[config.mk]
export PLATFORM = sky130hd
export DESIGN_NAME = rx_word_pack
export DESIGN_NICKNAME = d
export VERILOG_FILES = /design/src/hdl/rx_queue_pkg.sv /design/src/hdl/rx_word_pack.sv
export SDC_FILE = /design/constraint.sdc
export NUM_CORES = 1
export LEC_CHECK = 0
export BUFFER_PORTS_ARGS = -buffer_cell sky130_fd_sc_hd__buf_2
export CORE_MARGIN = 2
export CORE_UTILIZATION = 45
export CTS_BUF_LIST = sky130_fd_sc_hd__clkbuf_16
export CTS_CLUSTER_DIAMETER = 30
export DETAILED_ROUTE_END_ITERATION = 12
export PLACE_DENSITY = 0.84
export SLEW_MARGIN = 40
export SYNTH_ARGS = -nofsm -noshare
export SYNTH_HDL_FRONTEND = slang
export SYNTH_SLANG_ARGS = --single-unit
[constraint.sdc]
create_clock -name RxClk -period 1.95 [get_ports RxClk]
set_clock_uncertainty 0.15 [all_clocks]
set_input_delay 0.39 -clock RxClk [delete_from_list [all_inputs] [get_ports RxClk]]
set_output_delay 0.39 -clock RxClk [all_outputs]
set_load 0.01 [all_outputs]
[src/hdl/rx_queue_pkg.sv]
package rx_queue_pkg;

// Frame length field, counts bytes after the SFD including the FCS
localparam int BYTE_COUNT_W = 12;

// One queue word, earlier byte in [15:8]
typedef logic [15:0] rx_word_t;

// ------------------------------------------------------------
// Per-frame status record, one per frame in the status queue
// ------------------------------------------------------------
typedef struct packed {
    logic [7:0]              spare;          // Always zero
    logic                    overflow;       // Word queue dropped a pair
    logic                    line_err;       // rx_err seen during the frame
    logic                    preamble_err;   // Bad preamble count or SFD
    logic                    crc_err;        // FCS mismatch
    logic [7:0]              first_byte;     // First byte after the SFD
    logic [BYTE_COUNT_W-1:0] byte_count;
} rx_status_t;

// Frame goes to the flush path if any error flag is up
function automatic logic status_bad(input rx_status_t s);
    return s.crc_err | s.preamble_err | s.line_err | s.overflow;
endfunction

endpackage

[src/hdl/rx_word_pack.sv]
`timescale 1ns/100ps

module rx_word_pack
    import rx_queue_pkg::*;
(
    input  logic       RxClk,
    input  logic       rst_n,
    input  logic       pass_valid,
    input  logic [7:0] pass_data,
    input  logic       status_valid,
    input  rx_status_t frame_status,
    input  logic       word_full,
    input  logic       status_full,
    output logic       word_push,
    output rx_word_t   word_data,
    output logic       status_push,
    output rx_status_t status_data
);

logic       half_full;   // High byte waiting for its pair
logic [7:0] high_byte;
logic       ovf;         // Pair dropped somewhere in this frame

// ------------------------------------------------------------
// Pair bytes, push words, close the frame with its status
// ------------------------------------------------------------
always_ff @(posedge RxClk or negedge rst_n) begin
    if (!rst_n) begin
        half_full   <= 1'b0;
        ovf         <= 1'b0;
        word_push   <= 1'b0;
        status_push <= 1'b0;
    end else begin
        word_push   <= 1'b0;
        status_push <= 1'b0;
        // status_valid and pass_valid never share a cycle
        if (status_valid) begin
            word_push   <= half_full & ~word_full;   // Odd tail, padded
            status_push <= ~status_full;   // Dropped status leaves its words queued
            half_full   <= 1'b0;
            ovf         <= 1'b0;
        end else if (pass_valid) begin
            if (!half_full) begin
                half_full <= 1'b1;
            end else begin
                half_full <= 1'b0;
                word_push <= ~word_full;
                if (word_full)
                    ovf <= 1'b1;         // Pair lost, flag the frame
            end
        end
    end
end

// Word and record payloads
always_ff @(posedge RxClk) begin
    if (pass_valid && !half_full)
        high_byte <= pass_data;
    if (status_valid) begin
        word_data            <= {high_byte, 8'h00};    // Zero low half
        status_data          <= frame_status;
        status_data.overflow <= ovf | (half_full & word_full);
    end else if (pass_valid && half_full) begin
        word_data <= {high_byte, pass_data};   // Earlier byte high
    end
end

endmodule

Word level (Yosys, flattened, before mapping). Cells that the tools add are included.

Reduce and logical (&&, ||, !) cells: 8. Bitwise logic cells: 5. Mux-type cells: 13.

Operators by type and width (number): $mux 16 (2); $mux 1 (11); $reduce_bool 2->1 (4); $reduce_and 3->1 (1); $and 1x1->1 (2); $logic_and 1x1->1 (2); $not 1->1 (2); $logic_not 1->1 (1); $or 1x1->1 (1).

Flip-flop bits (word level): 60. Output and inout bits: 50.

Longest topological paths before layout.
Word-level depth: 4. Gate-level depth with buffers: 3. Mapped depth without buffers: 2.

Least setup slack after synthesis. Ideal clock, no wire load.

Path type: input-to-reg. Start: input port pass_valid. End: register high_byte[0], enable pin. Setup slack: 0.432 ns. Stages: 2. Arrival: 0.995 ns. Path buffers: 1. Path through: buf_2 nor2b_1.

Word-level cells in the longest chain between the ends: 1.

Ends and longest elaborated chain: from (decl) (RTL line rx_word_pack.sv:8) `input logic pass_valid,`; $logic_and 1x1->1 (RTL line rx_word_pack.sv:57) `if (pass_valid && !half_full)`; to (signal assigned) (RTL line rx_word_pack.sv:58) `high_byte <= pass_data;`; to (decl) (RTL line rx_word_pack.sv:21) `logic [7:0] high_byte;`.

Every way passes these cells. A chain may end at the register's enable or synchronous reset.

==> impl_metrics.ini <==
[yosys]
synth_cells = 107
synth-edff-count = 48
netlist_area_um2 = 2040
synth_warnings = 0
async_flop_share = 0.0667
yosysMostFrequentCell = edfxtp_1
avgSynthCellArea_um2 = 19.1
synth_nets = 153
yosys.cell_types.count = 19
synth_ff_type = edfxtp_1
synth_seq_cells = 60
synth_top_area_share = 0.706
yosys-top-cells-area = edfxtp_1 71%, dfxtp_1 7.8%, dfrtp_1 4.9%, a21bo_1 3.4%, a21oi_2 3.0%
synth_common_cells = 48 x edfxtp_1, 8 x and2_1, 8 x dfxtp_1, 8 x nand3_1
synth_seq_area_share = 0.834
yosysTopAreaCell = edfxtp_1

[floorplanning]
dieArea_um2 = 5090
die_h_um = 71.3
fp.coreArea_um2 = 4350
ioPinCount = 96
rows = 24
dieWidth_um = 71.3
start_util = 0.469

[sta]
fmax_ghz = 0.699
setup_viol = 0
period_share = 0.734
slew_headroom = 0.637
tightest_slew_ps = 544
rsz0062_at_grt = false
drv_slew = 0
finalCriticalPeriod_ps = 1430
tns_ps = 0
hold_viol_final = 0

[worst_hold_path]
min_path_type = input pin to flop
hold_start = status_full

[drt]
dr.pass1.iters = 4
via_per_inst = 4.71
ant_nets = 0
num_vias = 1262
drc_errors = 0
drt_iter0_drc = 53
routed_wl_um = 3840
wl_per_cell_um = 14.3

[setup_path]
worstPathCellList = a21o_2, and2_1
crit_path_end_kind = flop
path_delay_family = flip-flops
timing.rr.start = half_full
required_ps = 1860
critical_path_buf_inv_count = 0
path_class = flop to flop
worstPathArrival_ps = 1350
worstPathMaxFanout = 16
setup.worst_path.start = half_full
cp_slowest_stage_delay_ps = 470
worstSetupStartpointType = flop
worst_path_max_delay_cell = dfrtp_1

[cts]
cts_tree = built
clock-root-buffer = clkbuf_16
htreeDepth = 3
cts-resized-gates = 0
clock_path_buffers = 2
clk_pin_slew_ps = 50
cts.sinks = 60
cts_buffers = 9
clock_latency_ps = 320

[pwr]
cellPowerDensity_nw_per_um2 = 1170
p_leak_nw = 1.25
irDropWorstVdd_mv = 0.576
finalPower_mw = 3.37

[cells_and_area]
antenna_cells = 0
nets = 257
area_growth_pct = 41.0
layout-drive-gt1-share = 0.551
final_util = 0.661
final_area_um2 = 2880

[job]
cap_violations = 0

[grt]
grt.total_usage = 0.161
grt_max_degree = 45
antenna_found_initial = 0
grt_pass1_vias = 1232
grt_remaining_overflow = 0
grt_pass1_wl_um = 5960

[run_status]
outcome = finished clean

[placement]
dpl_cell_area_um2 = 2560
hpwl_um = 2680
globalplace.congestion = 0.690
port-buffer-count = 94
final cells by class:
type                            instances  area, um2
Sequential cell                        60       1700
Fill cell                             294       1480
Timing Repair Buffer                   98        503
Multi-Input combinational cell         42        299
Clock buffer                            9        225
Clock inverter                          7       83.8
Tap cell                               52       65.1
kinds of logic (layout without fill, tap and decap cells):
logic type / Yosys count / in the layout / synth area share
AND/OR/NAND/NOR: 22 / 22 / 0.0595
AO/OA/AOI/OAI: 19 / 19 / 0.0828
XOR/XNOR: 1 / 1 / 0.00429
flip-flops: 60 / 60 / 0.834
buffers and inverters: 5 / 114 / 0.0196
layout by cell type (no fill, tap or decap), types with 3 or more instances in the layout:
cell type | Yosys | routed
a21oi_2 | 7 | 7
buf_4 | 1 | 3
and2_1 | 8 | 8
edfxtp_1 | 48 | 48
nand3_1 | 8 | 8
dfrtp_1 | 4 | 4
clkbuf_16 | 0 | 9
nor2_1 | 3 | 3
a21bo_1 | 7 | 7
buf_2 | 2 | 94
dfxtp_1 | 8 | 8
metal layers:
metal,track usage,wire length (um),up-vias
li1,-,-,609
met1,0.188,1460,593
met2,0.253,1960,52
met3,0.0816,337,8
met4,0.0629,76,0
met5,0,0,-
what timing repair did:
| action | CTS | global route |
|---|---|---|
| endpoints found under the hold margin | 4 | 0 |
| setup buffers | 0 | 0 |
| hold buffers | 1 | 0 |
report_power, final:
group          internal (mW)  switching (mW)
registers               1.49          0.0269
logic                  0.114           0.142
clock network           1.10           0.502
total                   2.70           0.670
flip-flops by register name, summed over array words and instances (netlist names):
| name | flops |
|---|---|
| word_push | 1 |
| high_byte | 8 |
| half_full | 1 |
| ovf | 1 |
| word_data | 16 |
| status_push | 1 |
| status_data | 32 |
through the flow:
step / hold WS [ps] / std cells / setup slack [ps]
6_report: 72.4 / 268 / 519
5_1_grt: 65.9 / 268 / 458
4_1_cts: 64.9 / 268 / 519
3_5_place_dp: 50.2 / 251 / 388
3_3_place_gp: 50.1 / 251 / 431
2_1_floorplan: -55.6 / 107 / 432
path summary, 6_finish.rpt:
kind | endpoint | slack, ps | cells past startpoint
min in group asynchronous | status_push | 260 | 2
max in group asynchronous | word_push | 1270 | 2
setup / recovery | word_data[14] | 520 | 2
setup reg to reg | word_data[14] | 520 | 2
hold reg to reg | ovf | 350 | 2
hold / removal | status_push | 70 | 2
Note: power is estimated with default switching activity, not from simulation.
