[config.mk]
export PLATFORM = sky130hd
export DESIGN_NAME = rx_sync_fifo
export DESIGN_NICKNAME = d
export VERILOG_FILES = /design/src/hdl/rx_sync_fifo.sv
export SDC_FILE = /design/constraint.sdc
export NUM_CORES = 1
export LEC_CHECK = 0
export ABC_AREA = 1
export BUFFER_PORTS_ARGS = -buffer_cell sky130_fd_sc_hd__buf_2
export CAP_MARGIN = 20
export CORE_MARGIN = 2
export CORE_UTILIZATION = 52
export CTS_BUF_LIST = sky130_fd_sc_hd__clkbuf_8 sky130_fd_sc_hd__clkbuf_16
export CTS_CLUSTER_DIAMETER = 80
export CTS_CLUSTER_SIZE = 28
export DETAILED_ROUTE_END_ITERATION = 8
export GPL_ROUTABILITY_DRIVEN = 0
export PLACE_DENSITY = 0.69
export SLEW_MARGIN = 20
export SYNTH_ARGS = -nofsm -noshare
export SYNTH_HDL_FRONTEND = slang
export SYNTH_SLANG_ARGS = --single-unit
[constraint.sdc]
create_clock -name RxClk -period 2.7 [get_ports RxClk]
set_input_delay 0.135 -clock RxClk [delete_from_list [all_inputs] [get_ports RxClk]]
set_output_delay 0.135 -clock RxClk [all_outputs]
set_load 0.05 [all_outputs]
[src/hdl/rx_sync_fifo.sv]
`timescale 1ns/100ps

module rx_sync_fifo #(
    parameter type T     = logic [15:0],
    parameter int  DEPTH = 16             // Power of two, 2 or more
) (
    input  logic RxClk,
    input  logic rst_n,
    input  logic push,
    input  T     push_data,
    input  logic pop,
    output T     head,                    // Oldest entry, shown without a pop
    output logic empty,
    output logic full
);

localparam int AW = $clog2(DEPTH);

T            mem [DEPTH];
logic [AW:0] wr_ptr;     // Extra MSB tells full from empty
logic [AW:0] rd_ptr;
logic        wr_en;
logic        rd_en;

assign wr_en = push & ~full;
assign rd_en = pop & ~empty;    // Pop of an empty queue does nothing

assign empty = (wr_ptr == rd_ptr);
assign full  = (wr_ptr[AW] != rd_ptr[AW]) && (wr_ptr[AW-1:0] == rd_ptr[AW-1:0]);
assign head  = mem[rd_ptr[AW-1:0]];   // Fall-through read

// ------------------------------------------------------------
// Pointers
// ------------------------------------------------------------
always_ff @(posedge RxClk or negedge rst_n) begin
    if (!rst_n) begin
        wr_ptr <= '0;
        rd_ptr <= '0;
    end else begin
        if (wr_en)
            wr_ptr <= wr_ptr + 1'b1;
        if (rd_en)
            rd_ptr <= rd_ptr + 1'b1;
    end
end

// Storage
always_ff @(posedge RxClk) begin
    if (wr_en)
        mem[wr_ptr[AW-1:0]] <= push_data;
end

endmodule

Yosys cells after proc, flatten, opt, wreduce, memory -nomap -nowiden
Memory sizes are Yosys's and may differ from the RTL's.
Index checks and enable logic that the tools add are counted.
{ "op_classes": {"mux": 2, "addsub": 2, "bitwise": 4, "reduce_logical": 1, "n_eq_ne": 3} }
{ "op_table": {"columns": ["operator", "count"], "rows": [
  ["5-bit by 1-bit adder with 5-bit output, second input constant", 2],
  ["5-bit == test", 1],
  ["4-bit == test", 1],
  ["1-bit bitwise AND", 2],
  ["1-bit 2-to-1 mux", 2],
  ["1-bit inverter", 2],
  ["1-bit logical AND", 1],
  ["1-bit != test", 1]
]} }
{ "totals": {"memories": 1, "ram_bits": 256, "in_bits": 20, "ff_bits": 10, "out_inout_bits": 18, "elab_cells": 15} }
{ "mem_list": {"columns": ["name", "words", "word_bits", "read_ports", "rd_clocked_by_memory_dff", "write_ports", "line", "text"], "rows": [
  ["mem", 16, 16, 1, 0, 1, "19", "T mem [DEPTH];"]
]} }

Longest topological paths before layout
{ "logic_depth": {"ltp_word": 6, "mapped_depth": 12, "depth_no_buf": 9} }

Worst setup path after synthesis
OpenSTA, ideal clock, no wires.
{ "synth_path": {"path_kind": "reg-to-reg", "startpoint": "register rd_ptr[0]", "endpoint": "memory mem[11][0] (netlist bit), enable pin", "path_stages_with_launch": 10, "path_slack_ns": 0.531, "required_time_ns": 2.312, "setup_time_ns": 0.388, "path_buffers": 2, "arrival_time_ns": 1.780, "period_less_slack_ns": 2.169, "path_cell_list": "dfrtp_1 > buf_4 > inv_2 > buf_6 > nand2_2 > nand2_2 > nor2_4 > nand3_4 > nand2_1 > nor2_1"} }
{ "synth_between": {"elab_chain_len": 6} }
{ "synth_rtl": {"columns": ["element", "line", "text"], "rows": [
  ["start: declaration", "21", "logic [AW:0] rd_ptr;"],
  ["start signal: assignment", "43", "rd_ptr <= rd_ptr + 1'b1;"],
  ["4-bit == test", "29", "assign full = (wr_ptr[AW] != rd_ptr[AW]) && (wr_ptr[AW-1:0] == rd_ptr[AW-1:0]);"],
  ["1-bit logical AND", "29", null],
  ["1-bit inverter", "25", "assign wr_en = push & ~full;"],
  ["1-bit bitwise AND", "25", null],
  ["1-bit 2-to-1 mux", "49", "if (wr_en)"],
  ["1-bit 2-to-1 mux (not written as such)", "50", "mem[wr_ptr[AW-1:0]] <= push_data;"],
  ["end: declaration", "19", null]
]} }
No other way between the ends.

==> results.py <==
metrics = {
    "synthesis": {
        "ys_types": 24,
        "synth_top_area_cell": "edfxtp_1",
        "synth_warnings": 0,
        "yosys-top-cells-area": "edfxtp_1, nand2_1, nor2_1",
        "avgSynthCellArea_um2": 11.2,
        "syn_area_um2": 11100,
        "ys_seq_area_share_pct": 71.6,
        "syn_nets": 1018,
        "ys_ff_latch": 266,
        "yosysTopAreaCellShare_pct": 69.4,
        "synthCells": 993,
    },
    "pwr": {
        "internal_power_mw": 7.74,
        "p_per_area_nw_per_um2": 1090,
        "p_seq_share_pct": 38.7,
        "switching_share_pct": 42.3,
        "p_leak_nw": 4.60,
        "comb_power_share_pct": 42.8,
        "clkPwrFrac_pct": 18.5,
        "ir_drop_v": 0.000727,
        "switchingPower_mw": 5.67,
        "finalPower_mw": 13.4,
    },
    "cells_and_area": {
        "nFillCells": 1697,
        "multi_input_area_um2": 2780,
        "drive_above_1_share_pct": 11.7,
        "final_cells": 1315,
        "fin_nets": 1058,
        "syn_to_final_growth_pct": 10.9,
        "regArea_um2": 7940,
        "antennaDiodeCount": 0,
    },
    "drt": {
        "dr.pass1.iters": 5,
        "wire_per_inst_um": 19.7,
        "routed_wl_um": 26000,
        "drc_errors": 0,
        "ant_nets": 0,
        "vias": 7269,
        "viasPerCell": 5.53,
        "first_iter_violations": 800,
    },
    "cts": {
        "cts_tree": "yes",
        "clkTransAtPathRegs_ps": 110,
        "clock-sinks": 266,
        "cts_max_level": 1,
        "numCtsBuffers": 14,
        "worstSkewPairLatency_ps": 500,
        "cts-root-buf": "clkbuf_16",
        "cts_buffer_depth": 3,
    },
    "sta": {
        "rsz0062_at_grt": "no",
        "fmax_mhz": 388,
        "post-route-min-period_ps": 2580,
        "finalMaxSlewViolations": 0,
        "fin_crit_sh_pct": 95.4,
        "finalSetupViolCount": 0,
        "setup_tns_ps": 0,
        "hold_ws_ps": 18.5,
        "hold_viol_final": 0,
        "fin_skew_ps": 26.7,
        "timing.slew.headroom_pct": 38.6,
        "worst_pin_slew_ps": 920,
    },
    "global_route": {
        "grt.total_usage_pct": 23.1,
        "grt_pass1_wl_um": 38400,
        "grt_max_degree": 75,
        "globalRouteOverflowTotal": 0,
        "grt_pass1_vias": 6713,
        "antenna_found_initial": 0,
    },
    "placement": {
        "dp_cells": 1284,
        "dp_hpwl_um": 13800,
        "port-buffer-count": 37,
    },
    "floorplan": {
        "fp.dieH_um": 150,
        "die_w_um": 150,
        "die_area_um2": 22500,
        "num_io_pins": 38,
        "core.rowCount": 53,
        "start_util_pct": 52.9,
        "core_area_um2": 21000,
    },
    "status": {
        "status": "completed",
    },
    "setup_path": {
        "r2r-start": "rd_ptr[0]",
        "cp-start-kind": "flip-flop",
        "required_ps": 2570,
        "path_class": "reg2out",
        "critPathCaptureType": "primary output",
        "crit_start": "rd_ptr[1]",
        "reg2reg_slack_ps": 440,
        "arrival_ps": 2440,
        "crit_fanout": 74,
    },
    "flow_run": {
        "maxCapViolCount": 0,
    },
    "hold_path": {
        "hp-class": "in2reg",
        "hold_start": "push_data[3]",
    },
}
[cell type report]
class | instances | area share [%]
flip-flops and latches | 266 | 64.6
clock buffers | 16 | 3.26
clock inverters | 7 | 0.692
multi-input cells | 642 | 22.6
inverters | 35 | 1.12
repair buffers | 74 | 4.92
well taps | 275 | 2.80
[critical path, cell delays in order, from the launching register on]
cell	delay (ps)
dfrtp_2	560
buf_12	350
o21ai_0	170
o21ai_0	260
nand2_1	80
nand2_1	90
inv_1	60
nand2_1	60
buf_2	260
[per-stage QoR]
step | worst slack [ps] | area (µm²) | util (%)
global placement | 457 | 11600 | 55.6
global route | 13.5 | 12300 | 58.7
finish | 123 | 12300 | 58.7
detailed placement | 454 | 11600 | 55.6
CTS | 14.3 | 12300 | 58.5
floorplan | 531 | 11100 | -
[layout by cell type, fill, tap and decap left out, types with 2 or more instances in the layout]
cell / n
buf_12: 2
buf_16: 3
buf_2: 37
buf_4: 25
clkbuf_16: 17
dfrtp_1: 8
dlygate4sd3_1: 4
edfxtp_1: 256
ha_1: 5
inv_1: 31
inv_2: 5
nand2_1: 256
nand2_2: 3
nand3_1: 60
nor2_1: 181
nor2_2: 16
o21ai_0: 105
o21ai_1: 7
xnor2_1: 2
xor2_1: 3
[power by group through the flow]
stage          clock (mW)  sequential [mW]  combinational, mW
5_1_grt              2.64             5.23               6.25
6_report             2.48             5.19               5.73
4_1_cts              2.51             5.21               5.64
3_3_place_gp            0             5.28               5.36
3_5_place_dp            0             5.29               5.41
2_1_floorplan           0             5.17               4.01
[cells in the mapped netlist, drive strengths merged]
library cell / n
nor2: 198
edfxtp: 256
buf: 36
nand3: 62
o21ai: 112
xor2: 3
xnor2: 2
nand2: 260
ha: 5
inv: 34
dfrtp: 10
clkbuf: 14
clkinv: 1
[state kept, by name, indices dropped and copies added (netlist names)]
signal  count
wr_ptr      5
mem       256
rd_ptr      5
[cells by family (layout without fill, tap and decap cells)]
group	after synthesis	after routing	synth area share, %
flops	266	266	71.6
buf+inv	85	132	3.43
simple gates	520	520	18.9
xor+xnor	5	5	0.395
fa+ha+maj	5	5	0.565
compound gates	112	112	5.06
[metal layers]
metal / vias to the layer above / global-route usage (%) / wire length, µm
met5: - / 0 / 0
met4: 0 / 7.78 / 688
met3: 39 / 2.35 / 1960
met2: 286 / 36.8 / 12300
met1: 3513 / 33.5 / 11000
li1: 3431 / - / -
[worst paths after layout]
check	endpoint	cells after the start
max in group asynchronous	rd_ptr[0]	2
setup reg to reg	mem[15][11]	7
hold reg to reg	wr_ptr[4]	2
min in group asynchronous	wr_ptr[3]	2
hold / removal	mem[6][3]	1
setup / recovery	head[11]	8
[what timing repair did]
action                                  in CTS  in global routing
endpoints found under the setup margin       9                 16
hold buffers                                 4                  0
resized for setup                            2                  4
gates cloned                                 2                  1
setup buffers                                0                  1
endpoints found under the hold margin       23                  0
No activity file was read; power rests on OpenSTA's default activity.
