<file path="src/hdl/eth_frame_pkg.sv">
package eth_frame_pkg;

// ------------------------------------------------------------
// GMII line format
// ------------------------------------------------------------
localparam logic [7:0]  PREAMBLE_BYTE = 8'h55;   // Repeated before the SFD
localparam logic [7:0]  SFD_BYTE      = 8'hd5;   // Start-of-frame delimiter
localparam int unsigned PREAMBLE_LEN  = 7;       // Preamble bytes ahead of the SFD

// ------------------------------------------------------------
// CRC-32, reflected form, LSB of each byte first
// ------------------------------------------------------------
localparam logic [31:0] CRC_INIT    = 32'hffff_ffff;
localparam logic [31:0] CRC_POLY    = 32'hedb8_8320;   // 04C11DB7 bit-reversed
// Running CRC once the FCS of a good frame has been folded in
localparam logic [31:0] CRC_RESIDUE = 32'hdebb_20e3;

// Next CRC after one byte, no final inversion
function automatic logic [31:0] crc32_byte(
    input logic [31:0] crc,
    input logic [7:0]  data
);
    logic [31:0] c;
    c = crc;
    for (int i = 0; i < 8; i++) begin
        if (c[0] ^ data[i]) begin
            c = (c >> 1) ^ CRC_POLY;     // Feedback tap
        end else begin
            c = c >> 1;
        end
    end
    return c;
endfunction

endpackage

</file>
<file path="src/hdl/rx_queue_pkg.sv">
package rx_queue_pkg;

// Frame length field, counts bytes after the SFD including the FCS
localparam int BYTE_COUNT_W = 12;

// One queue word, earlier byte in [15:8]
typedef logic [15:0] rx_word_t;

// ------------------------------------------------------------
// Per-frame status record, one per frame in the status queue
// ------------------------------------------------------------
typedef struct packed {
    logic [7:0]              spare;          // Always zero
    logic                    overflow;       // Word queue dropped a pair
    logic                    line_err;       // rx_err seen during the frame
    logic                    preamble_err;   // Bad preamble count or SFD
    logic                    crc_err;        // FCS mismatch
    logic [7:0]              first_byte;     // First byte after the SFD
    logic [BYTE_COUNT_W-1:0] byte_count;
} rx_status_t;

// Frame goes to the flush path if any error flag is up
function automatic logic status_bad(input rx_status_t s);
    return s.crc_err | s.preamble_err | s.line_err | s.overflow;
endfunction

endpackage

</file>
<file path="src/hdl/rx_frame_check.sv">
`timescale 1ns/100ps

module rx_frame_check
    import eth_frame_pkg::*;
    import rx_queue_pkg::*;
(
    input  logic       RxClk,
    input  logic       rst_n,
    input  logic       byte_valid,
    input  logic [7:0] byte_data,
    input  logic       frame_start,
    input  logic       frame_end,
    input  logic       preamble_err,
    input  logic       line_err,
    output logic       pass_valid,     // byte_valid, one cycle later
    output logic [7:0] pass_data,
    output logic       status_valid,   // Cycle after frame_end
    output rx_status_t frame_status
);

logic [31:0]             crc;          // Running CRC incl. FCS
logic [BYTE_COUNT_W-1:0] byte_cnt;     // Bytes after SFD
logic [7:0]              first_byte;

// ------------------------------------------------------------
// CRC and byte count, reloaded on frame_start
// ------------------------------------------------------------
always_ff @(posedge RxClk or negedge rst_n) begin
    if (!rst_n) begin
        pass_valid   <= 1'b0;
        status_valid <= 1'b0;
        crc          <= CRC_INIT;
        byte_cnt     <= '0;
    end else begin
        pass_valid   <= byte_valid;
        status_valid <= frame_end;
        if (byte_valid) begin
            crc      <= crc32_byte(frame_start ? CRC_INIT : crc, byte_data);
            byte_cnt <= frame_start ? BYTE_COUNT_W'(1) : byte_cnt + 1'b1;
        end else if (frame_end) begin
            crc      <= CRC_INIT;   // Empty frame then reads as a CRC error
            byte_cnt <= '0;
        end
    end
end

// Payload and status record
always_ff @(posedge RxClk) begin
    pass_data <= byte_data;
    if (byte_valid && frame_start)
        first_byte <= byte_data;
    if (frame_end) begin
        frame_status.spare        <= '0;
        frame_status.overflow     <= 1'b0;          // Filled in by the packer
        frame_status.line_err     <= line_err;
        frame_status.preamble_err <= preamble_err;
        frame_status.crc_err      <= (crc != CRC_RESIDUE);
        frame_status.first_byte   <= first_byte;
        frame_status.byte_count   <= byte_cnt;
    end
end

endmodule

</file>
<file path="config.mk">
export PLATFORM = sky130hd
export DESIGN_NAME = rx_frame_check
export DESIGN_NICKNAME = d
export VERILOG_FILES = /design/src/hdl/eth_frame_pkg.sv /design/src/hdl/rx_queue_pkg.sv /design/src/hdl/rx_frame_check.sv
export SDC_FILE = /design/constraint.sdc
export NUM_CORES = 1
export LEC_CHECK = 0
export ABC_AREA = 1
export BUFFER_PORTS_ARGS = -buffer_cell sky130_fd_sc_hd__clkbuf_2
export CORE_MARGIN = 2
export CORE_UTILIZATION = 40
export CTS_CLUSTER_DIAMETER = 30
export DETAILED_ROUTE_END_ITERATION = 6
export PLACE_DENSITY = 0.59
export SETUP_SLACK_MARGIN = 0.1
export SLEW_MARGIN = 20
export SYNTH_ARGS = -nofsm -noshare
export SYNTH_HDL_FRONTEND = slang
export SYNTH_SLANG_ARGS = --single-unit
</file>
<file path="constraint.sdc">
create_clock -name RxClk -period 2.1 [get_ports RxClk]
set_clock_uncertainty 0.2 [all_clocks]
set_input_delay 0.105 -clock RxClk [delete_from_list [all_inputs] [get_ports RxClk]]
set_output_delay 0.105 -clock RxClk [all_outputs]
set_load 0.005 [all_outputs]
</file>
* Word level (Yosys, flattened, before mapping)
Index checks and enable logic that the tools add are counted.
** Cells by class
- Multiplexer cells :: 21
- Bitwise logic cells :: 16
- Eq/ne operators :: 1
- Reductions and logical operators :: 2
- $add $sub $neg :: 1
** Operator list (number)
- 32-bit 2-to-1 mux :: 18
- 13-bit NOT with 14-bit output :: 8
- 12-bit 2-to-1 mux :: 3
- 32-bit inequality test (second input constant) :: 1
- 12-bit by 1-bit adder with 12-bit output (second input constant) :: 1
- 1-bit bitwise XOR :: 8
- 2-bit nonzero test :: 1
- 1-bit logical AND :: 1
** Storage, ports and cells
- Register bits :: 85
- Output and inout bits :: 42
- Input bits :: 15
- Word-level logic and storage cells :: 52

* Logic depth before layout (Yosys ltp)
Gate-level depths: netlist of the first run.
- Depth after elaboration :: 25
- Mapped depth :: 14
- Depth with buffers taken out :: 14

* Least setup slack after synthesis of the first run
OpenSTA, ideal clock, no wires.
- Kind :: register to register
- From :: register crc[1]
- To :: register crc[19]
- Data required time :: 1823 ps
- Setup time :: 77 ps
- Period minus slack after synthesis :: 1800 ps
- Path slack :: 300 ps
- Path buffers :: 1
- Stages on the path, launching flop included :: 15
- Data arrival time :: 1523 ps
- Path through :: dfstp_2 > nor2_1 > nand2_1 > nand2_2 > buf_4 > nor2_4 > inv_2 > nand2_1 > nand2_2 > nand2_4 > nand2_2 > inv_2 > nand2_1 > nand3_1 > nand2_1
** Between the ends
- Word-level cells in the longest chain between the ends :: 19
** RTL lines
- from (decl) :: RTL line rx_frame_check.sv:21 : logic [31:0] crc;
- from (signal assigned) :: RTL line rx_frame_check.sv:38 : crc <= crc32_byte(frame_start ? CRC_INIT : crc, byte_data);
- 32-bit 2-to-1 mux :: RTL line rx_frame_check.sv:38
- 32-bit 2-to-1 mux :: RTL line eth_frame_pkg.sv:26 : if (c[0] ^ data[i]) begin
- 32-bit 2-to-1 mux :: RTL line rx_frame_check.sv:37 : if (byte_valid) begin
- 1-bit bitwise XOR :: RTL line eth_frame_pkg.sv:26
- 32-bit 2-to-1 mux :: RTL line eth_frame_pkg.sv:26
- 32-bit 2-to-1 mux :: RTL line rx_frame_check.sv:37
- 32-bit 2-to-1 mux :: RTL line eth_frame_pkg.sv:26
- 32-bit 2-to-1 mux :: RTL line rx_frame_check.sv:37
- [... 3 more ...]
- 32-bit 2-to-1 mux :: RTL line rx_frame_check.sv:37
- 32-bit 2-to-1 mux :: RTL line eth_frame_pkg.sv:26
- 32-bit 2-to-1 mux :: RTL line rx_frame_check.sv:37
- 32-bit 2-to-1 mux :: RTL line eth_frame_pkg.sv:26
- 32-bit 2-to-1 mux :: RTL line rx_frame_check.sv:37
- 1-bit bitwise XOR :: RTL line eth_frame_pkg.sv:26
- 32-bit 2-to-1 mux :: RTL line eth_frame_pkg.sv:26
- 32-bit 2-to-1 mux :: RTL line rx_frame_check.sv:37
Every way passes these cells. The select of a mux whose other input is x is not followed.
A chain may end at the register's enable or synchronous reset.

* Worst setup path after layout of the first run
- From :: register crc[0]
- To :: register crc[23]
** Between the ends
- Word-level cells in the longest chain between the ends :: 23
- Elaborated cells on any way between the ends :: 24
- Those cells by class :: mux: 17; bitwise: 7
** RTL lines (RTL line)
- 32-bit 2-to-1 mux (*) :: rx_frame_check.sv:38
- 1-bit bitwise XOR (*) :: eth_frame_pkg.sv:26
- 32-bit 2-to-1 mux (*) :: eth_frame_pkg.sv:26
- 32-bit 2-to-1 mux (*) :: rx_frame_check.sv:37
- 13-bit NOT with 14-bit output (no source line)
- 32-bit 2-to-1 mux (*) :: eth_frame_pkg.sv:26
- 32-bit 2-to-1 mux (*) :: rx_frame_check.sv:37
- 32-bit 2-to-1 mux (*) :: eth_frame_pkg.sv:26
- [... 7 more ...]
- 32-bit 2-to-1 mux (*) :: eth_frame_pkg.sv:26
- 32-bit 2-to-1 mux (*) :: rx_frame_check.sv:37
- 13-bit NOT with 14-bit output (no source line)
- 32-bit 2-to-1 mux (*) :: eth_frame_pkg.sv:26
- 32-bit 2-to-1 mux (*) :: rx_frame_check.sv:37
- 13-bit NOT with 14-bit output (no source line)
- 32-bit 2-to-1 mux (*) :: eth_frame_pkg.sv:26
- 32-bit 2-to-1 mux (*) :: rx_frame_check.sv:37
Mark *: on every way between the ends. The rest lies on a longest branch, timed or not. The select of a mux whose other input is x is not followed.

==> results.md, run 1 <==
- Worst path bufs/invs: 0
- Share of cells above drive strength 1: 31.3%
- Hold Path Class: input port to async pin
- Starting density of the core: 40.5%
- Least-Margin Pin Slew: 0.564 ns
- RSZ-0062 raised after global routing: yes
- Synth unique cells: 42
- DR WL/cell: 14.9 um
- Critical Path Source Type: register
- Synth-to-layout area growth: 26.7%
- Antenna violations before repair: 0
- Clk network pwr share: 25.8%
- # IOs: 57
- Post-DP Area: 4990 um2
- Max_cap viols: 0
- Status: complete, no violations
- CP top delay family: simple AND/OR/NAND/NOR gates
- Fin. Hold Viols: 0
- Fin crit period: 1.95 ns
- Synthesized flop and latch total: 85
- Sequential fraction of the synthesis area: 49.8%
- Sw frac: 36.0%
- Power Total: 6.12 mW
- Reg clk slew, reported paths: 0.07 ns
- CP max-delay cell: dfstp_2
- Slew Limit Fails: 0
- CP required: 2.17 ns
- DRC Markers: 0
- Routed vias: 3931
- Post-synth top area share: 20.3%
- Reg power frac: 39.5%
- First-pass GRT wire length: 18700 um
- Area leader, netlist: edfxtp_1
- Sw Pwr: 2.20 mW
- Initial DRC count: 357
- FFs w/ async S/R, synth: 54.1%
- Area of the multi-input gates: 2150 um2
- Inserted Diodes: 0
- Mapped Area: 4580 um2
- Pwr/cell area: 1050 nW/um2
- Num CTS Buffers: 9
- Clock net sink count: 85
- Register area: 2280 um2
- HPWL Detailed: 8070 um
- Gate Count Post-Synth: 545
- Arrival time worst endpoint: 2.03 ns
- GP Congestion: 0.932
- DIE WIDTH: 111 um
- Post-synth EDFFs: 31
- CP Capture Type: register
- GRT Overall Usage: 19.3%
- Fin Hold WS: 0.207 ns
- Most area-consuming cells after synthesis: edfxtp_1 20%, dfstp_2 18%, nand2_1 11%
- Synth warn: 0
- CP cell instances: nor2_2 -> nand2_2 -> nand2_4 -> nand2_2 -> nand2_4 -> nand2_2 -> nand2_4 -> nor2_4 -> nand2_1 -> nand3_2 -> nand2_1
- Port Buffers: 47
- Via density per instance: 5.03
- Critical path fanouts, max: 8
- Crit Path Class: register to register
- Clock Path Buffers: 2
- Site Rows: 39
- Placeable Area: 11300 um2
- Layout fillers: 1035
- Internal power: 3.92 mW
- Post-Layout Cell Count: 781
- Drt pass-1 iters: 5
- Vias in the first global route: 3647
- Placed cells: 735
- Layout net count: 649
- Pin count of the biggest net entering global routing: 43
- Design Area, Final: 5810 um2
- Die ar.: 12300 um2
- Final worst path period share: 93.0%
- Max VDD drop: 0.665 mV
- Gr ovfl total: 0
- Synth Flop Type: dfstp_2
- CTS root buffer: clkbuf_16
- Drt total wl: 11700 um
- H-tree depth: 3
- Slowest stage delay, CP: 0.59 ns
- Pleak: 2.68 nW
- Final setup TNS: 0 ns
- Slew HR: 62.4%
- Chip height: 111 um
- Final setup violation count: 0
- Highest Clock Rate: 0.512 GHz
- CTS tree: done
- Clk_lat worst skew: 0.35 ns
- Avg Cell Area, Syn: 8.41 um2
- Combinational Power Share: 34.7%
- Antenna Nets Post-Route: 0
## state kept, by name, summed over array words and instances (netlist names)
| signal | cells |
|---|---|
| first_byte | 8 |
| frame_status | 23 |
| status_valid | 1 |
| crc | 32 |
| pass_valid | 1 |
| byte_cnt | 12 |
| pass_data | 8 |
## power by group through the flow
stage / clock network [mW] / logic, mW / registers [mW]
after detailed placement: 0 / 1.76 / 2.43
after CTS: 1.61 / 1.80 / 2.41
after global placement: 0 / 1.75 / 2.43
final: 1.58 / 2.12 / 2.42
after global routing: 1.69 / 2.36 / 2.45
after floorplan: 0 / 1.33 / 2.34
## final timing paths
kind / startpoint / to / slack [ns] / cells after the start
worst min-delay path: rst_n / byte_cnt[2]$_DFFE_PN0P_ / 0.21 / 3
max in group asynchronous: rst_n / byte_cnt[8]$_DFFE_PN0P_ / 1.04 / 3
worst min register to register: first_byte[0]$_DFFE_PP_ / frame_status[12]$_DFFE_PP_ / 0.22 / 0
min in group RxClk: first_byte[0]$_DFFE_PP_ / frame_status[12]$_DFFE_PP_ / 0.22 / 0
worst max register to register: crc[0]$_DFFE_PN1P_ / crc[23]$_DFFE_PN1P_ / 0.15 / 11
worst max-delay path: crc[0]$_DFFE_PN1P_ / crc[23]$_DFFE_PN1P_ / 0.15 / 11
## tightest hold or removal path, delay by kind of cell
family	cells	cell delay, ns
buf+inv	3	1.10
## metrics by stage
step	setup slack, ns	util [%]
after floorplan	0.300	-
after global placement	0.0847	44.1
after detailed placement	0.0867	44.1
after CTS	0.100	48.1
after global routing	0.0495	51.3
final	0.148	51.3
## final cells by class
type / instances / area share [%]
Multi-Input combinational cell: 374 / 37.1
Clock inverter: 5 / 1.06
Timing Repair Buffer: 91 / 10.5
Tap cell: 143 / 3.08
Sequential cell: 85 / 39.3
Inverter: 72 / 4.96
Clock buffer: 11 / 4.01
## per-layer routing
layer | global-route usage, % | up-vias | wire length (um)
met5 | 0 | - | 0
met4 | 7.57 | 0 | 280
met3 | 4.48 | 22 | 637
met2 | 31.4 | 130 | 5580
met1 | 25.3 | 1877 | 5180
li1 | - | 1902 | -
## Yosys cell counts, types with 6 or more instances
cell      number
inv_1         62
edfxtp_1      31
clkbuf_1       6
xnor2_1       12
nand2_2       15
nand2_1      138
dfrtp_1       14
xor2_1        20
buf_4         11
o22ai_1        9
dfstp_2       32
inv_2         10
dfxtp_1        8
a21oi_1       11
nand4_1        6
o21ai_0       19
nand3_1       35
nor2_1        52
o21ai_1       10
## layout by cell type, fill, tap and decap left out, types with 10 or more instances in the layout
master / netlist / layout
nand2_2: 15 / 26
nand2_4: 5 / 10
buf_4: 11 / 28
nor2_1: 52 / 47
nand3_1: 35 / 33
clkbuf_2: 0 / 47
xor2_1: 20 / 15
xnor2_1: 12 / 11
inv_1: 62 / 61
nand2_1: 138 / 119
edfxtp_1: 31 / 31
dfstp_2: 32 / 32
dlygate4sd3_1: 0 / 14
a21oi_1: 11 / 11
dfrtp_1: 14 / 14
o21ai_0: 19 / 19
## what timing repair did
action	CTS	global route
hold endpoints to repair	34	0
gates resized for setup	3	58
pin swaps	0	25
buffers inserted	0	16
hold buffers	14	0
setup endpoints to repair	6	24
## kinds of logic after synthesis
family	count (synthesis)	share of synthesized area, %
other	1	0.0818
buffers and inverters	94	9.01
xor gates and xnor gates	33	6.47
AOI/OAI and AO/OA	60	7.86
and+or+nand+nor	271	26.5
adders and majority gates	1	0.273
DFF	85	49.8
Power figures use the tool's default switching activity.
==> run 2: changes to the inputs <==
- CORE_MARGIN: 2 -> 1.5
- CORE_UTILIZATION: 40 -> 58
- PLACE_DENSITY: 0.59 -> 0.8
==> results.md, run 2 (synthesis gave the netlist of run 1 again) <==
- Max reg flops: 32
- Critical path fanouts, max: 8
- First-pass GRT wire length: 17600 um
- Clk_lat worst skew: 0.36 ns
- Drt total wl: 10900 um
- RSZ-0062 raised after global routing: yes
- Inserted Diodes: 0
- Via density per instance: 5.32
- CTS root buffer: clkbuf_8
- Antenna Nets Post-Route: 0
- Synth-to-layout area growth: 18.9%
- Arrival time worst endpoint: 2.05 ns
- DRC Markers: 0
- Pin count of the biggest net entering global routing: 47
- Power Total: 5.54 mW
- Layout fillers: 613
- Max_cap viols: 0
- Slew Limit Fails: 0
- Status: complete, no violations
- Final Util: 70.9%
- Site Rows: 32
- Drt pass-1 iters: 5
- Port Buffers: 47
- Reg clk slew, reported paths: 0.09 ns
- GRT Overall Usage: 27.0%
- Most common cell after layout, fill and taps aside: nand2_1
- Max VDD drop: 0.667 mV
- Initial DRC count: 242
- Most flops, register: crc
- H-tree depth: 3
- Fin. Hold Viols: 0
- Clock Path Buffers: 2
- Num CTS Buffers: 9
- Most frequent cells in the layout: 128 x nand2_1, 59 x inv_1, 51 x nor2_1
- Hold Path Class: input port to register
- DIE WIDTH: 91.9 um
- Fin crit period: 1.95 ns
- Final setup violation count: 0
- Placed cells: 695
- Gr ovfl total: 0
- DR WL/cell: 14.9 um
- Biggest regs: crc: 32 flops, frame_status: 23 flops, byte_cnt: 12 flops
- Starting density of the core: 59.6%
- Chip height: 91.9 um
- Least-Margin Pin Slew: 0.610 ns
- Clock net sink count: 85
- Final worst path period share: 92.8%
- Placeable Area: 7690 um2
- Pleak: 2.54 nW
- Antenna violations before repair: 0
- # IOs: 57
- Register area: 2280 um2
- Vias in the first global route: 3667
- Routed vias: 3892
- R2R setup slack: 0.15 ns
- Pwr/cell area: 1020 nW/um2
- Share of cells above drive strength 1: 27.8%
- Critical Path Source Type: register
- Area of the multi-input gates: 2000 um2
- CTS tree: done
- CP Capture Type: register
- GP Congestion: 1.01
- Post-Layout Cell Count: 731
- Crit Path Class: register to register
- Die ar.: 8450 um2
- CP required: 2.20 ns
- Highest Clock Rate: 0.513 GHz
- Layout net count: 640
- HPWL Detailed: 7520 um
- Slew HR: 59.4%
==> run 2: cell types whose count changed in the layout (fill, tap and decap cells not counted), sizes merged <==
cell / change
buf: -8
dlygate4sd3: -1
clkinv: -4
clkinvlp: +3
inv: +2
clkbuf: -1
==> run 2: timing repair <==
item / in CTS / in global routing
setup buffers: 0 / 7
hold buffers: 13 / 0
hold endpoints to repair: 34 / 0
gates cloned: 0 / 0
pin swaps: 0 / 4
endpoints found under the setup margin: 4 / 23
gates resized for setup: 2 / 26
==> run 2: final timing paths <==
check	from	endpoint	depth (start not counted)
worst max-delay path	crc[0]$_DFFE_PN1P_	crc[17]$_DFFE_PN1P_	12
worst min-delay path	frame_start	byte_cnt[0]$_DFFE_PN0P_	4
worst max register to register	crc[0]$_DFFE_PN1P_	crc[17]$_DFFE_PN1P_	12
worst min register to register	first_byte[0]$_DFFE_PP_	frame_status[12]$_DFFE_PP_	0
max in group asynchronous	rst_n	byte_cnt[3]$_DFFE_PN0P_	3
min in group asynchronous	rst_n	status_valid$_DFF_PN0_	3
==> run 2: cell type report <==
type                            instances  share of cell area (%)
Multi-Input combinational cell        374                    36.7
Clock buffer                           10                    2.34
Clock inverter                          6                    1.29
Tap cell                              102                    2.34
Timing Repair Buffer                   82                    10.3
Inverter                               72                    5.10
Sequential cell                        85                    41.9
==> run 2: metrics by stage <==
stage                     TNS, ns  setup WS (ns)  area, um2  hold slack [ns]
after floorplan                 0          0.300       4610           -0.391
after CTS                       0         0.0925       5300            0.146
final                           0          0.150       5450            0.159
after global placement          0          0.103       4960           0.0397
after global routing      -0.0250        -0.0250       5450            0.191
after detailed placement        0         0.0881       4960           0.0483
==> run 2: layer usage <==
metal	part of all wire [%]	vias to the layer above	global-route usage [%]
met5	0	-	0
met3	6.3	28	4.98
met1	44	1834	34.4
li1	-	1878	-
met2	47	152	45.3
met4	2.9	0	11.3
==> run 2: report_power, final <==
part / switching [mW] / internal (mW) / total [mW]
Clock: 0.619 / 0.559 / 1.18
Sequential: 0.250 / 2.16 / 2.41
Combinational: 1.20 / 0.754 / 1.95
Total: 2.07 / 3.47 / 5.54
==> run 2: worst max-delay path, cell delays in order, from the launching register on <==
cell and delay [ns]:
dfstp_2 0.58, nor2_1 0.06, nand2_2 0.11, nand2_4 0.13, buf_6 0.18, xnor2_1 0.13
nand2_1 0.07, nand2_1 0.09, nor2_1 0.05, nor2_1 0.09, nand2_1 0.06, o21ai_1 0.08
inv_1 0.06
