`config.mk`:
```
export PLATFORM = sky130hd
export DESIGN_NAME = rx_preamble_strip
export DESIGN_NICKNAME = d
export VERILOG_FILES = /design/src/hdl/eth_frame_pkg.sv /design/src/hdl/rx_preamble_strip.sv
export SDC_FILE = /design/constraint.sdc
export NUM_CORES = 1
export LEC_CHECK = 0
export BUFFER_PORTS_ARGS = -buffer_cell sky130_fd_sc_hd__buf_2
export CORE_MARGIN = 2
export CORE_UTILIZATION = 43
export DETAILED_ROUTE_END_ITERATION = 10
export PLACE_DENSITY = 0.73
export RECOVER_POWER = 100
export SLEW_MARGIN = 20
export SYNTH_ARGS = -nofsm -noshare
export SYNTH_HDL_FRONTEND = slang
export SYNTH_SLANG_ARGS = --single-unit
```
`constraint.sdc`:
```
create_clock -name RxClk -period 1.1 [get_ports RxClk]
set_input_delay 0.165 -clock RxClk [delete_from_list [all_inputs] [get_ports RxClk]]
set_output_delay 0.165 -clock RxClk [all_outputs]
set_load 0.1 [all_outputs]
```
`src/hdl/eth_frame_pkg.sv`:
```
package eth_frame_pkg;

// ------------------------------------------------------------
// GMII line format
// ------------------------------------------------------------
localparam logic [7:0]  PREAMBLE_BYTE = 8'h55;   // Repeated before the SFD
localparam logic [7:0]  SFD_BYTE      = 8'hd5;   // Start-of-frame delimiter
localparam int unsigned PREAMBLE_LEN  = 7;       // Preamble bytes ahead of the SFD

// ------------------------------------------------------------
// CRC-32, reflected form, LSB of each byte first
// ------------------------------------------------------------
localparam logic [31:0] CRC_INIT    = 32'hffff_ffff;
localparam logic [31:0] CRC_POLY    = 32'hedb8_8320;   // 04C11DB7 bit-reversed
// Running CRC once the FCS of a good frame has been folded in
localparam logic [31:0] CRC_RESIDUE = 32'hdebb_20e3;

// Next CRC after one byte, no final inversion
function automatic logic [31:0] crc32_byte(
    input logic [31:0] crc,
    input logic [7:0]  data
);
    logic [31:0] c;
    c = crc;
    for (int i = 0; i < 8; i++) begin
        if (c[0] ^ data[i]) begin
            c = (c >> 1) ^ CRC_POLY;     // Feedback tap
        end else begin
            c = c >> 1;
        end
    end
    return c;
endfunction

endpackage

```
`src/hdl/rx_preamble_strip.sv`:
```
`timescale 1ns/100ps

module rx_preamble_strip
    import eth_frame_pkg::*;
(
    input  logic       RxClk,
    input  logic       rst_n,
    input  logic       rx_valid,       // GMII RX_DV
    input  logic [7:0] rx_data,        // GMII RXD
    input  logic       rx_err,         // GMII RX_ER
    output logic       byte_valid,     // One pulse per data byte
    output logic [7:0] byte_data,
    output logic       frame_start,    // With the first data byte
    output logic       frame_end,      // Cycle after the last data byte
    output logic       preamble_err,   // Held until frame_end
    output logic       line_err
);

logic       in_frame;     // SFD position passed, forwarding data
logic [3:0] pre_cnt;      // Preamble bytes seen, saturates
logic       first_pend;   // Next data byte is the first one

// ------------------------------------------------------------
// Hunt for SFD, then forward bytes until RX_DV drops
// ------------------------------------------------------------
always_ff @(posedge RxClk or negedge rst_n) begin
    if (!rst_n) begin
        in_frame     <= 1'b0;
        pre_cnt      <= 4'd0;
        first_pend   <= 1'b0;
        byte_valid   <= 1'b0;
        frame_start  <= 1'b0;
        frame_end    <= 1'b0;
        preamble_err <= 1'b0;
        line_err     <= 1'b0;
    end else begin
        byte_valid  <= 1'b0;       // Strobes default low
        frame_start <= 1'b0;
        frame_end   <= 1'b0;
        if (!in_frame) begin
            if (!rx_valid) begin
                pre_cnt <= 4'd0;   // Gap restarts the hunt
            end else if (rx_data == PREAMBLE_BYTE) begin
                if (pre_cnt != 4'hf)
                    pre_cnt <= pre_cnt + 4'd1;
            end else begin
                // First non-preamble byte stands in the SFD slot
                in_frame     <= 1'b1;
                first_pend   <= 1'b1;
                pre_cnt      <= 4'd0;
                preamble_err <= (rx_data != SFD_BYTE) || (pre_cnt != 4'(PREAMBLE_LEN));
                line_err     <= rx_err;
            end
        end else if (rx_valid) begin
            byte_valid  <= 1'b1;
            frame_start <= first_pend;
            first_pend  <= 1'b0;
            line_err    <= line_err | rx_err;   // Sticky over the frame
        end else begin
            frame_end <= 1'b1;     // RX_DV dropped
            in_frame  <= 1'b0;
        end
    end
end

// Data path register
always_ff @(posedge RxClk) begin
    if (rx_valid)
        byte_data <= rx_data;
end

endmodule

```
# --- After elaboration in Yosys (flattened, before gate mapping) ---
# Index checks and enable logic that the tools add are counted.
word_totals:
  regBits: 19
  inputBits: 12
  output_inout_bits: 13
  word_cells: 43
classes:
  n_addsub: 1
  n_eq_ne: 6
  muxes: 20
  bitwise_logic: 3
  n_reduce_logical: 4
ops:
  columns: ["operator", "n"]
  rows:
  - ["$mux W1", 17]
  - ["$mux W4", 3]
  - ["$eq A8 B7 Y1 const B", 1]
  - ["$ne A8 B8 Y1 const B", 1]
  - ["$add A4 B1 Y4 const B", 1]
  - ["$ne A4 B3 Y1 const B", 1]
  - ["$ne A4 B4 Y1 const B", 1]
  - ["$reduce_and A2 Y1", 2]
  - ["$ne A3 B2 Y1 const B", 1]
  - ["$reduce_and A3 Y1", 1]
  - ["$ne A2 B2 Y1 const B", 1]
  - ["$not A1 Y1", 2]
  - ["$logic_or A1 B1 Y1", 1]
  - ["$or A1 B1 Y1", 1]

# --- Logic depth before layout (Yosys ltp) ---
# Gate-level depths: netlist of run 1.
depth:
  word_depth: 4
  ltp_mapped: 4
  mapped_depth_nobuf: 4

# --- Worst setup path after synthesis of run 1 ---
# No wires, ideal clock.
synth_path:
  path_type: "reg-to-reg"
  startpoint: "register line_err"
  endpoint: "register line_err"
  setup_time_ns: 0.080
  arrival_ns: 1.120
  path_slack_ns: -0.100
  path_stages_with_launch: 2
  period_less_slack_ns: 1.200
  path_cell_list: "dfrtp_1 -> a2bb2oi_1"
synth_between:
  elab_chain_cells: 3
synth_rtl:
  columns: ["item", "line", "source"]
  rows:
  - ["from (decl)", "rx_preamble_strip.sv:16", "output logic line_err"]
  - ["from (signal assigned)", "rx_preamble_strip.sv:52", "line_err <= rx_err;"]
  - ["from (signal assigned)", "rx_preamble_strip.sv:58", "line_err <= line_err | rx_err;"]
  - ["$or A1 B1 Y1", "rx_preamble_strip.sv:58", null]
  - ["$mux W1", "rx_preamble_strip.sv:54", "end else if (rx_valid) begin"]
  - ["$mux W1", "rx_preamble_strip.sv:40", "if (!in_frame) begin"]
# No other way between the ends. The select of a mux whose other input is x is not followed.
# A chain may end at the register's enable or synchronous reset.

# --- Worst setup path after layout of run 1 ---
layout_path:
  startpoint: "register pre_cnt[0]"
  endpoint: "register pre_cnt[1]"
layout_between:
  elab_chain_cells: 4
layout_rtl:
  columns: ["item", "line", "source"]
  rows:
  - ["from (decl)", "rx_preamble_strip.sv:20", "logic [3:0] pre_cnt;"]
  - ["from (signal assigned)", "rx_preamble_strip.sv:45", "pre_cnt <= pre_cnt + 4'd1;"]
  - ["$add A4 B1 Y4", "rx_preamble_strip.sv:45", null]
  - ["$mux W4", "rx_preamble_strip.sv:44", "if (pre_cnt != 4'hf)"]
  - ["$mux W4", "rx_preamble_strip.sv:43", "end else if (rx_data == PREAMBLE_BYTE) begin"]
  - ["$mux W4", "rx_preamble_strip.sv:41", "if (!rx_valid) begin"]
# Parallel ways exist; a longest one is shown, timed or not. The select of a mux whose other input is x is not followed.

==> results.tsv, run 1 <==
stage	metric	value	unit
power_and_ir_drop	Clk pwr share	20.7	%
sta	Slew Viols, Final	0	
worst_setup_path	crit path cell chain	ha_4 > and4_1 > a31oi_1 > o21ai_1	
layout	sequential standard cell area	518	µm²
power_and_ir_drop	P_int	1.10	mW
placed_design	Placed Area	1220	µm²
clock_network	CTS Buffer Depth	2	
clock_network	Reg clk slew, reported paths	0.10	ns
route	vias per std cell	5.38	
layout	utilization after layout	72.3	%
floorplan	Starting Density	45.7	%
floorplan	DIE HEIGHT	46.8	µm
grt	vias in the first global route	679	
clock_network	Max H-tree Level	1	
power_and_ir_drop	VDD IR max	1.06	mV
sta	final setup fails	4	
worst_setup_path	FF-to-FF setup slack	-0.05	ns
clock_network	CTS tree	built	
worst_setup_path	Worst Path Arrival	1.33	ns
worst_hold_path	HP Class	input pin to register	
power_and_ir_drop	register share of total power	49.8	%
placed_design	Placer Congestion	0.758	
worst_setup_path	critical path class	register to register	
floorplan	I/O pins	25	
floorplan	die area	2190	µm²
sta	Fmax	0.872	GHz
layout	final net count	114	
worst_setup_path	crit-path max cell delay	0.43	ns
power_and_ir_drop	pwr/cell area	1310	nW/µm²
power_and_ir_drop	Net Sw Frac	33.3	%
sta	RSZ-0062 raised after global routing	yes	
sta	Min Clock Period, post-route	1.15	ns
route	WL final	1790	µm
sta	final worst path period share	104	%
layout	final instance area	1250	µm²
worst_setup_path	critical path peak fanout	6	
power_and_ir_drop	static leakage	0.519	nW
grt	Total GRT Usage	19.9	%
run	maxcap violations	0	
worst_setup_path	Crit-path slowest cell	dfrtp_1	
layout	commonest cells after routing, fill and taps aside	10 x buf_12, 10 x buf_4, 9 x dfrtp_1, 8 x edfxtp_1, 8 x buf_2	
sta	hold slack	0.0499	ns
sta	Slew HR	62.6	%
layout	fill count	129	
grt	first-pass GRT wire length	2910	µm
clock_network	clock sinks	19	
worst_setup_path	Worst EP required	1.28	ns
floorplan	Rows	15	
status	status	finished with violations	
route	post-route ant nets	0	
worst_setup_path	CP Buf/Inv Count	0	
route	routed length per instance	14.3	µm
clock_network	CTS root buffer	clkbuf_4	
placed_design	Post-DP HPWL	1380	µm
worst_setup_path	Top Family by Delay on Critical Path	flip-flops	
sta	Worst Tran Pin Value	0.560	ns
power_and_ir_drop	P_sw	0.547	mW
route	via count	673	
logic_synthesis	syn nets	74	
layout	Area Overhead vs Synth	58.4	%
layout	Inserted Diodes	0	
floorplan	core box area	1730	µm²
grt	grt total ovfl	0	
status	failing checks	setup timing	
route	Iter 0 DRT Violations	21	
floorplan	die width	46.8	µm
worst_setup_path	Worst setup EP type	register	
route	Pre-antenna DRT Iters	4	
logic_synthesis	Seq/Total Area, Yosys	65.4	%
power_and_ir_drop	logic gate share of total power	29.5	%
grt	largest net degree at the start of global routing	14	
clock_network	CTS Buf Count	3	
clock_network	Worst-Skew Late Latency	0.30	ns
sta	final worst clock skew	0.00526	ns
layout	multi-input logic area	265	µm²
placed_design	Buffers on Ports	24	
layout	fraction of layout cells with a size suffix above 1	42.0	%
route	# DRC	0	
logic_synthesis	synthesis-stage register bit count	19	
sta	Final Hold Violating Endpoints	0	
logic_synthesis	Avg Inst Size Synth	12.9	µm²
sta	post-route setup slack	-0.0471	ns
logic_synthesis	Mapped Area	788	µm²
power_and_ir_drop	total power	1.64	mW
logic_synthesis	synth unique cells	29	
grt	antenna violations before repair	0	
logic_synthesis	Synth Instances	61	
worst_setup_path	CP startpoint kind	register	
logic_synthesis	Synthesis Warnings	0	
through the flow:
step / instances / TNS (ns) / setup WS [ns]
6_report: 125 / -0.102 / -0.0471
3_3_place_gp: 119 / -0.122 / -0.0679
2_1_floorplan: 61 / 0 / 0.00331
3_5_place_dp: 119 / -0.280 / -0.114
4_1_cts: 124 / -0.141 / -0.0683
5_1_grt: 125 / -0.453 / -0.109
final timing paths:
check / cells past startpoint / end / from
worst max-delay path: 4 / pre_cnt[1]$_DFFE_PN0P_ / pre_cnt[0]$_DFFE_PN0P_
worst min-delay path: 1 / byte_data[1]$_DFFE_PP_ / rx_data[1]
worst max register to register: 4 / pre_cnt[1]$_DFFE_PN0P_ / pre_cnt[0]$_DFFE_PN0P_
worst min register to register: 1 / frame_start$_DFF_PN0_ / first_pend$_DFFE_PN0P_
max in group asynchronous: 2 / preamble_err$_DFFE_PN0P_ / rst_n
min in group asynchronous: 2 / first_pend$_DFFE_PN0P_ / rst_n
layer usage:
layer / vias up / part of all wire, % / wire [µm] / track usage [%]
met2: 28 / 50 / 900 / 34.2
met3: 6 / 6.5 / 116 / 4.23
met4: 0 / 4.0 / 72 / 15.6
li1: 310 / - / - / -
met5: - / 0 / 0 / 0
met1: 329 / 39 / 698 / 20.9
cells by family (layout without fill, tap and decap cells):
group                      count (synthesis)  after routing  share of synthesized area, %
and+or+nand+nor                           21             21                          16.8
buffers and inverters                      6             45                          3.33
AOI/OAI and AO/OA                         14             14                          12.9
adders and majority gates                  1              1                          1.59
DFF                                       19             19                          65.4
sequential cells by signal (all words and copies together), names as in the netlist:
| name | cells |
|---|---|
| byte_valid | 1 |
| frame_start | 1 |
| line_err | 1 |
| byte_data | 8 |
| pre_cnt | 4 |
| first_pend | 1 |
| preamble_err | 1 |
| frame_end | 1 |
| in_frame | 1 |
layout make-up:
class	instances	area share [%]
well taps	25	2.51
repair buffers	38	31.8
flip-flops and latches	19	41.5
clock buffers	4	2.10
multi-input cells	36	21.2
inverters	3	0.902
power by group through the flow:
stage               clock, mW  combinational (mW)  sequential (mW)
floorplan                   0              0.0417             1.06
global placement            0               0.489            0.831
detailed placement          0               0.493            0.835
CTS                     0.352               0.497            0.821
global route            0.386               0.500            0.822
finish                  0.341               0.484            0.818
repair_timing:
item | CTS | global route
gates resized for setup | 3 | 0
setup endpoints to repair | 4 | 14
hold buffers | 1 | 0
pin swaps | 3 | 5
endpoints found under the hold margin | 11 | 0
setup buffers | 0 | 1
cells in the mapped netlist:
library cell	n	area, µm²
dfrtp_1	11	275
edfxtp_1	8	240
nand2_1	4	15.0
a21oi_1	3	15.0
inv_1	3	11.3
nand3_1	3	15.0
a2bb2oi_1	2	17.5
a31oi_1	2	12.5
clkbuf_1	2	7.51
nand4_1	2	12.5
nand4b_1	2	17.5
nor2_1	2	7.51
a21boi_0	1	7.51
a221oi_1	1	8.76
a311oi_1	1	8.76
and2_1	1	6.26
and3_1	1	6.26
and4_1	1	8.76
and4bb_1	1	12.5
and4bb_2	1	12.5
buf_4	1	7.51
ha_1	1	12.5
nand2b_1	1	6.26
nand3b_1	1	7.51
nor3_1	1	5.00
o21a_1	1	7.51
o21ai_0	1	5.00
o311ai_1	1	8.76
o32a_1	1	10.0
No activity file was read; power rests on OpenSTA's default activity.
==> inputs of run 2 (changes only) <==
--- a/config.mk
+++ b/config.mk
@@ -6,8 +6,10 @@
 export NUM_CORES = 1
 export LEC_CHECK = 0
 export BUFFER_PORTS_ARGS = -buffer_cell sky130_fd_sc_hd__buf_2
+export CELL_PAD_IN_SITES_DETAIL_PLACEMENT = 1
+export CELL_PAD_IN_SITES_GLOBAL_PLACEMENT = 1
 export CORE_MARGIN = 2
-export CORE_UTILIZATION = 43
+export CORE_UTILIZATION = 34
 export DETAILED_ROUTE_END_ITERATION = 10
 export PLACE_DENSITY = 0.73
 export RECOVER_POWER = 100
==> results.tsv, run 2 (synthesis results as in run 1) <==
stage	metric	value	unit
clock_network	clock sinks	19	
clock_network	Max H-tree Level	1	
run	maxcap violations	0	
floorplan	core box area	2210	µm²
status	status	finished with violations	
worst_hold_path	worst hold start	rx_data[1]	
power_and_ir_drop	P_int	1.11	mW
worst_hold_path	WHS Path Cells	1	
grt	vias in the first global route	737	
sta	final worst path period share	109	%
route	via count	708	
sta	post-route setup slack	-0.102	ns
grt	Total GRT Usage	18.5	%
layout	fraction of layout cells with a size suffix above 1	45.7	%
placed_design	Buffers on Ports	24	
floorplan	DIE HEIGHT	52.2	µm
power_and_ir_drop	logic gate share of total power	30.4	%
clock_network	CTS root buffer	clkbuf_4	
sta	final worst clock skew	0.00251	ns
sta	Worst Tran Pin Value	0.640	ns
route	post-route ant nets	0	
worst_setup_path	reg2reg end	pre_cnt[0]$_DFFE_PN0P_	
floorplan	Rows	17	
grt	grt total ovfl	0	
sta	Fmax	0.832	GHz
clock_network	CTS Buf Count	3	
grt	antenna violations before repair	0	
worst_hold_path	Hold EP	byte_data[1]$_DFFE_PP_	
layout	Area Overhead vs Synth	67.0	%
layout	Biggest register	byte_data	
power_and_ir_drop	register share of total power	48.4	%
power_and_ir_drop	P_sw	0.584	mW
power_and_ir_drop	static leakage	0.539	nW
worst_setup_path	CP startpoint kind	register	
power_and_ir_drop	Net Sw Frac	34.5	%
layout	fill count	232	
sta	Slew HR	57.3	%
clock_network	CTS Buffer Depth	2	
layout	biggest regs	byte_data x8, pre_cnt x4	
layout	commonest cells after routing, fill and taps aside	13 x buf_12, 13 x buf_4, 8 x edfxtp_1, 8 x clkbuf_1, 7 x dfrtp_1	
sta	Slew Viols, Final	0	
worst_setup_path	critical path peak fanout	3	
worst_setup_path	Worst Path Arrival	1.40	ns
worst_setup_path	Worst setup EP type	register	
layout	final net count	119	
status	failing checks	setup timing	
clock_network	Worst-Skew Late Latency	0.30	ns
sta	final setup fails	5	
route	WL final	2350	µm
power_and_ir_drop	total power	1.69	mW
route	routed length per instance	17.7	µm
sta	RSZ-0062 raised after global routing	yes	
sta	Final Hold Violating Endpoints	0	
worst_setup_path	Worst EP required	1.30	ns
floorplan	die area	2720	µm²
layout	max reg flops	8	
worst_setup_path	r2r worst-path depth	4	
sta	hold slack	0.0755	ns
placed_design	Placer Congestion	0.867	
layout	Inserted Diodes	0	
worst_setup_path	Critical R2R Launch	pre_cnt[0]$_DFFE_PN0P_	
sta	Min Clock Period, post-route	1.20	ns
placed_design	Setup WS pre-CTS	-0.125	ns
grt	largest net degree at the start of global routing	13	
route	Pre-antenna DRT Iters	4	
floorplan	die width	52.2	µm
power_and_ir_drop	pwr/cell area	1290	nW/µm²
worst_hold_path	HP Class	input pin to register	
route	# DRC	0	
route	Iter 0 DRT Violations	16	
clock_network	Reg clk slew, reported paths	0.11	ns
floorplan	I/O pins	25	
worst_setup_path	critical path class	register to register	
power_and_ir_drop	VDD IR max	0.846	mV
clock_network	CTS tree	built	
placed_design	Post-DP HPWL	1760	µm
floorplan	Starting Density	35.6	%
worst_setup_path	FF-to-FF setup slack	-0.10	ns
grt	first-pass GRT wire length	3590	µm
power_and_ir_drop	Clk pwr share	21.1	%
route	vias per std cell	5.32	
run 2: changes by cell type in the layout (fill, tap and decap cells not counted), moves of 2 or more:
| cell | previous run | this run |
|---|---|---|
| buf_12 | 10 | 13 |
| buf_4 | 10 | 13 |
| dfrtp_2 | 2 | 4 |
| buf_2 | 8 | 5 |
| dfrtp_1 | 9 | 7 |
| buf_8 | 2 | 0 |
| clkbuf_1 | 5 | 8 |
run 2: power groups by stage:
| stage | logic [mW] | clock network (mW) | registers (mW) |
|---|---|---|---|
| 5_1_grt | 0.533 | 0.397 | 0.826 |
| 6_report | 0.516 | 0.358 | 0.820 |
| 3_5_place_dp | 0.508 | 0 | 0.836 |
| 4_1_cts | 0.511 | 0.372 | 0.821 |
| 2_1_floorplan | 0.0417 | 0 | 1.06 |
| 3_3_place_gp | 0.498 | 0 | 0.832 |
run 2: final cells by class:
type	count	area [µm²]	area share, %
clock buffers	3	22.5	1.71
well taps	28	35.0	2.66
clock inverters	1	5.00	0.380
inverters	3	11.3	0.856
flip-flops and latches	19	520	39.5
repair buffers	43	445	33.8
multi-input cells	36	277	21.0
run 2: layer usage:
| layer | share of wire (%) | vias to the layer above | GRT usage (%) |
|---|---|---|---|
| met5 | 0 | - | 0 |
| met4 | 0.64 | 0 | 5.13 |
| met3 | 6.2 | 2 | 3.16 |
| met2 | 52 | 31 | 32.3 |
| met1 | 41 | 350 | 23.5 |
| li1 | - | 325 | - |
run 2: worst max path at each step:
| stage | slack (ns) | start | cells after the start | to |
|---|---|---|---|---|
| 6_report | -0.10 | pre_cnt[0]$_DFFE_PN0P_ | 4 | pre_cnt[0]$_DFFE_PN0P_ |
| 5_1_grt | -0.18 | pre_cnt[0]$_DFFE_PN0P_ | 4 | pre_cnt[0]$_DFFE_PN0P_ |
| 4_1_cts | -0.08 | pre_cnt[0]$_DFFE_PN0P_ | 4 | pre_cnt[1]$_DFFE_PN0P_ |
| 3_5_place_dp | -0.12 | rx_data[3] | 4 | preamble_err$_DFFE_PN0P_ |
| 3_3_place_gp | -0.08 | rx_data[3] | 4 | preamble_err$_DFFE_PN0P_ |
| 2_1_floorplan | 0.003 | in_frame$_DFF_PN0_ | 4 | preamble_err$_DFFE_PN0P_ |
run 2: timing repair:
| item | CTS | global route |
|---|---|---|
| pin swaps | 2 | 7 |
| gates cloned | 0 | 0 |
| endpoints found under the hold margin | 11 | 0 |
| gates resized for setup | 1 | 5 |
| buffers inserted | 1 | 3 |
| hold buffers | 1 | 0 |
| setup endpoints to repair | 8 | 16 |
run 2: worst max-delay path, cell delays in order (launching register included):
cell and delay, ns:
dfrtp_2 0.46, buf_4 0.16, a311oi_2 0.25, nand4_1 0.13, o311ai_1 0.10
run 2: metrics by stage:
| step | std cells | TNS, ns | utilization, % | instance area [µm²] |
|---|---|---|---|---|
| floorplan | 61 | 0 | - | 805 |
| global placement | 124 | -0.215 | 56.2 | 1240 |
| detailed placement | 124 | -0.554 | 56.2 | 1240 |
| CTS | 130 | -0.366 | 58.3 | 1290 |
| global route | 133 | -0.802 | 59.5 | 1320 |
| finish | 133 | -0.224 | 59.5 | 1320 |
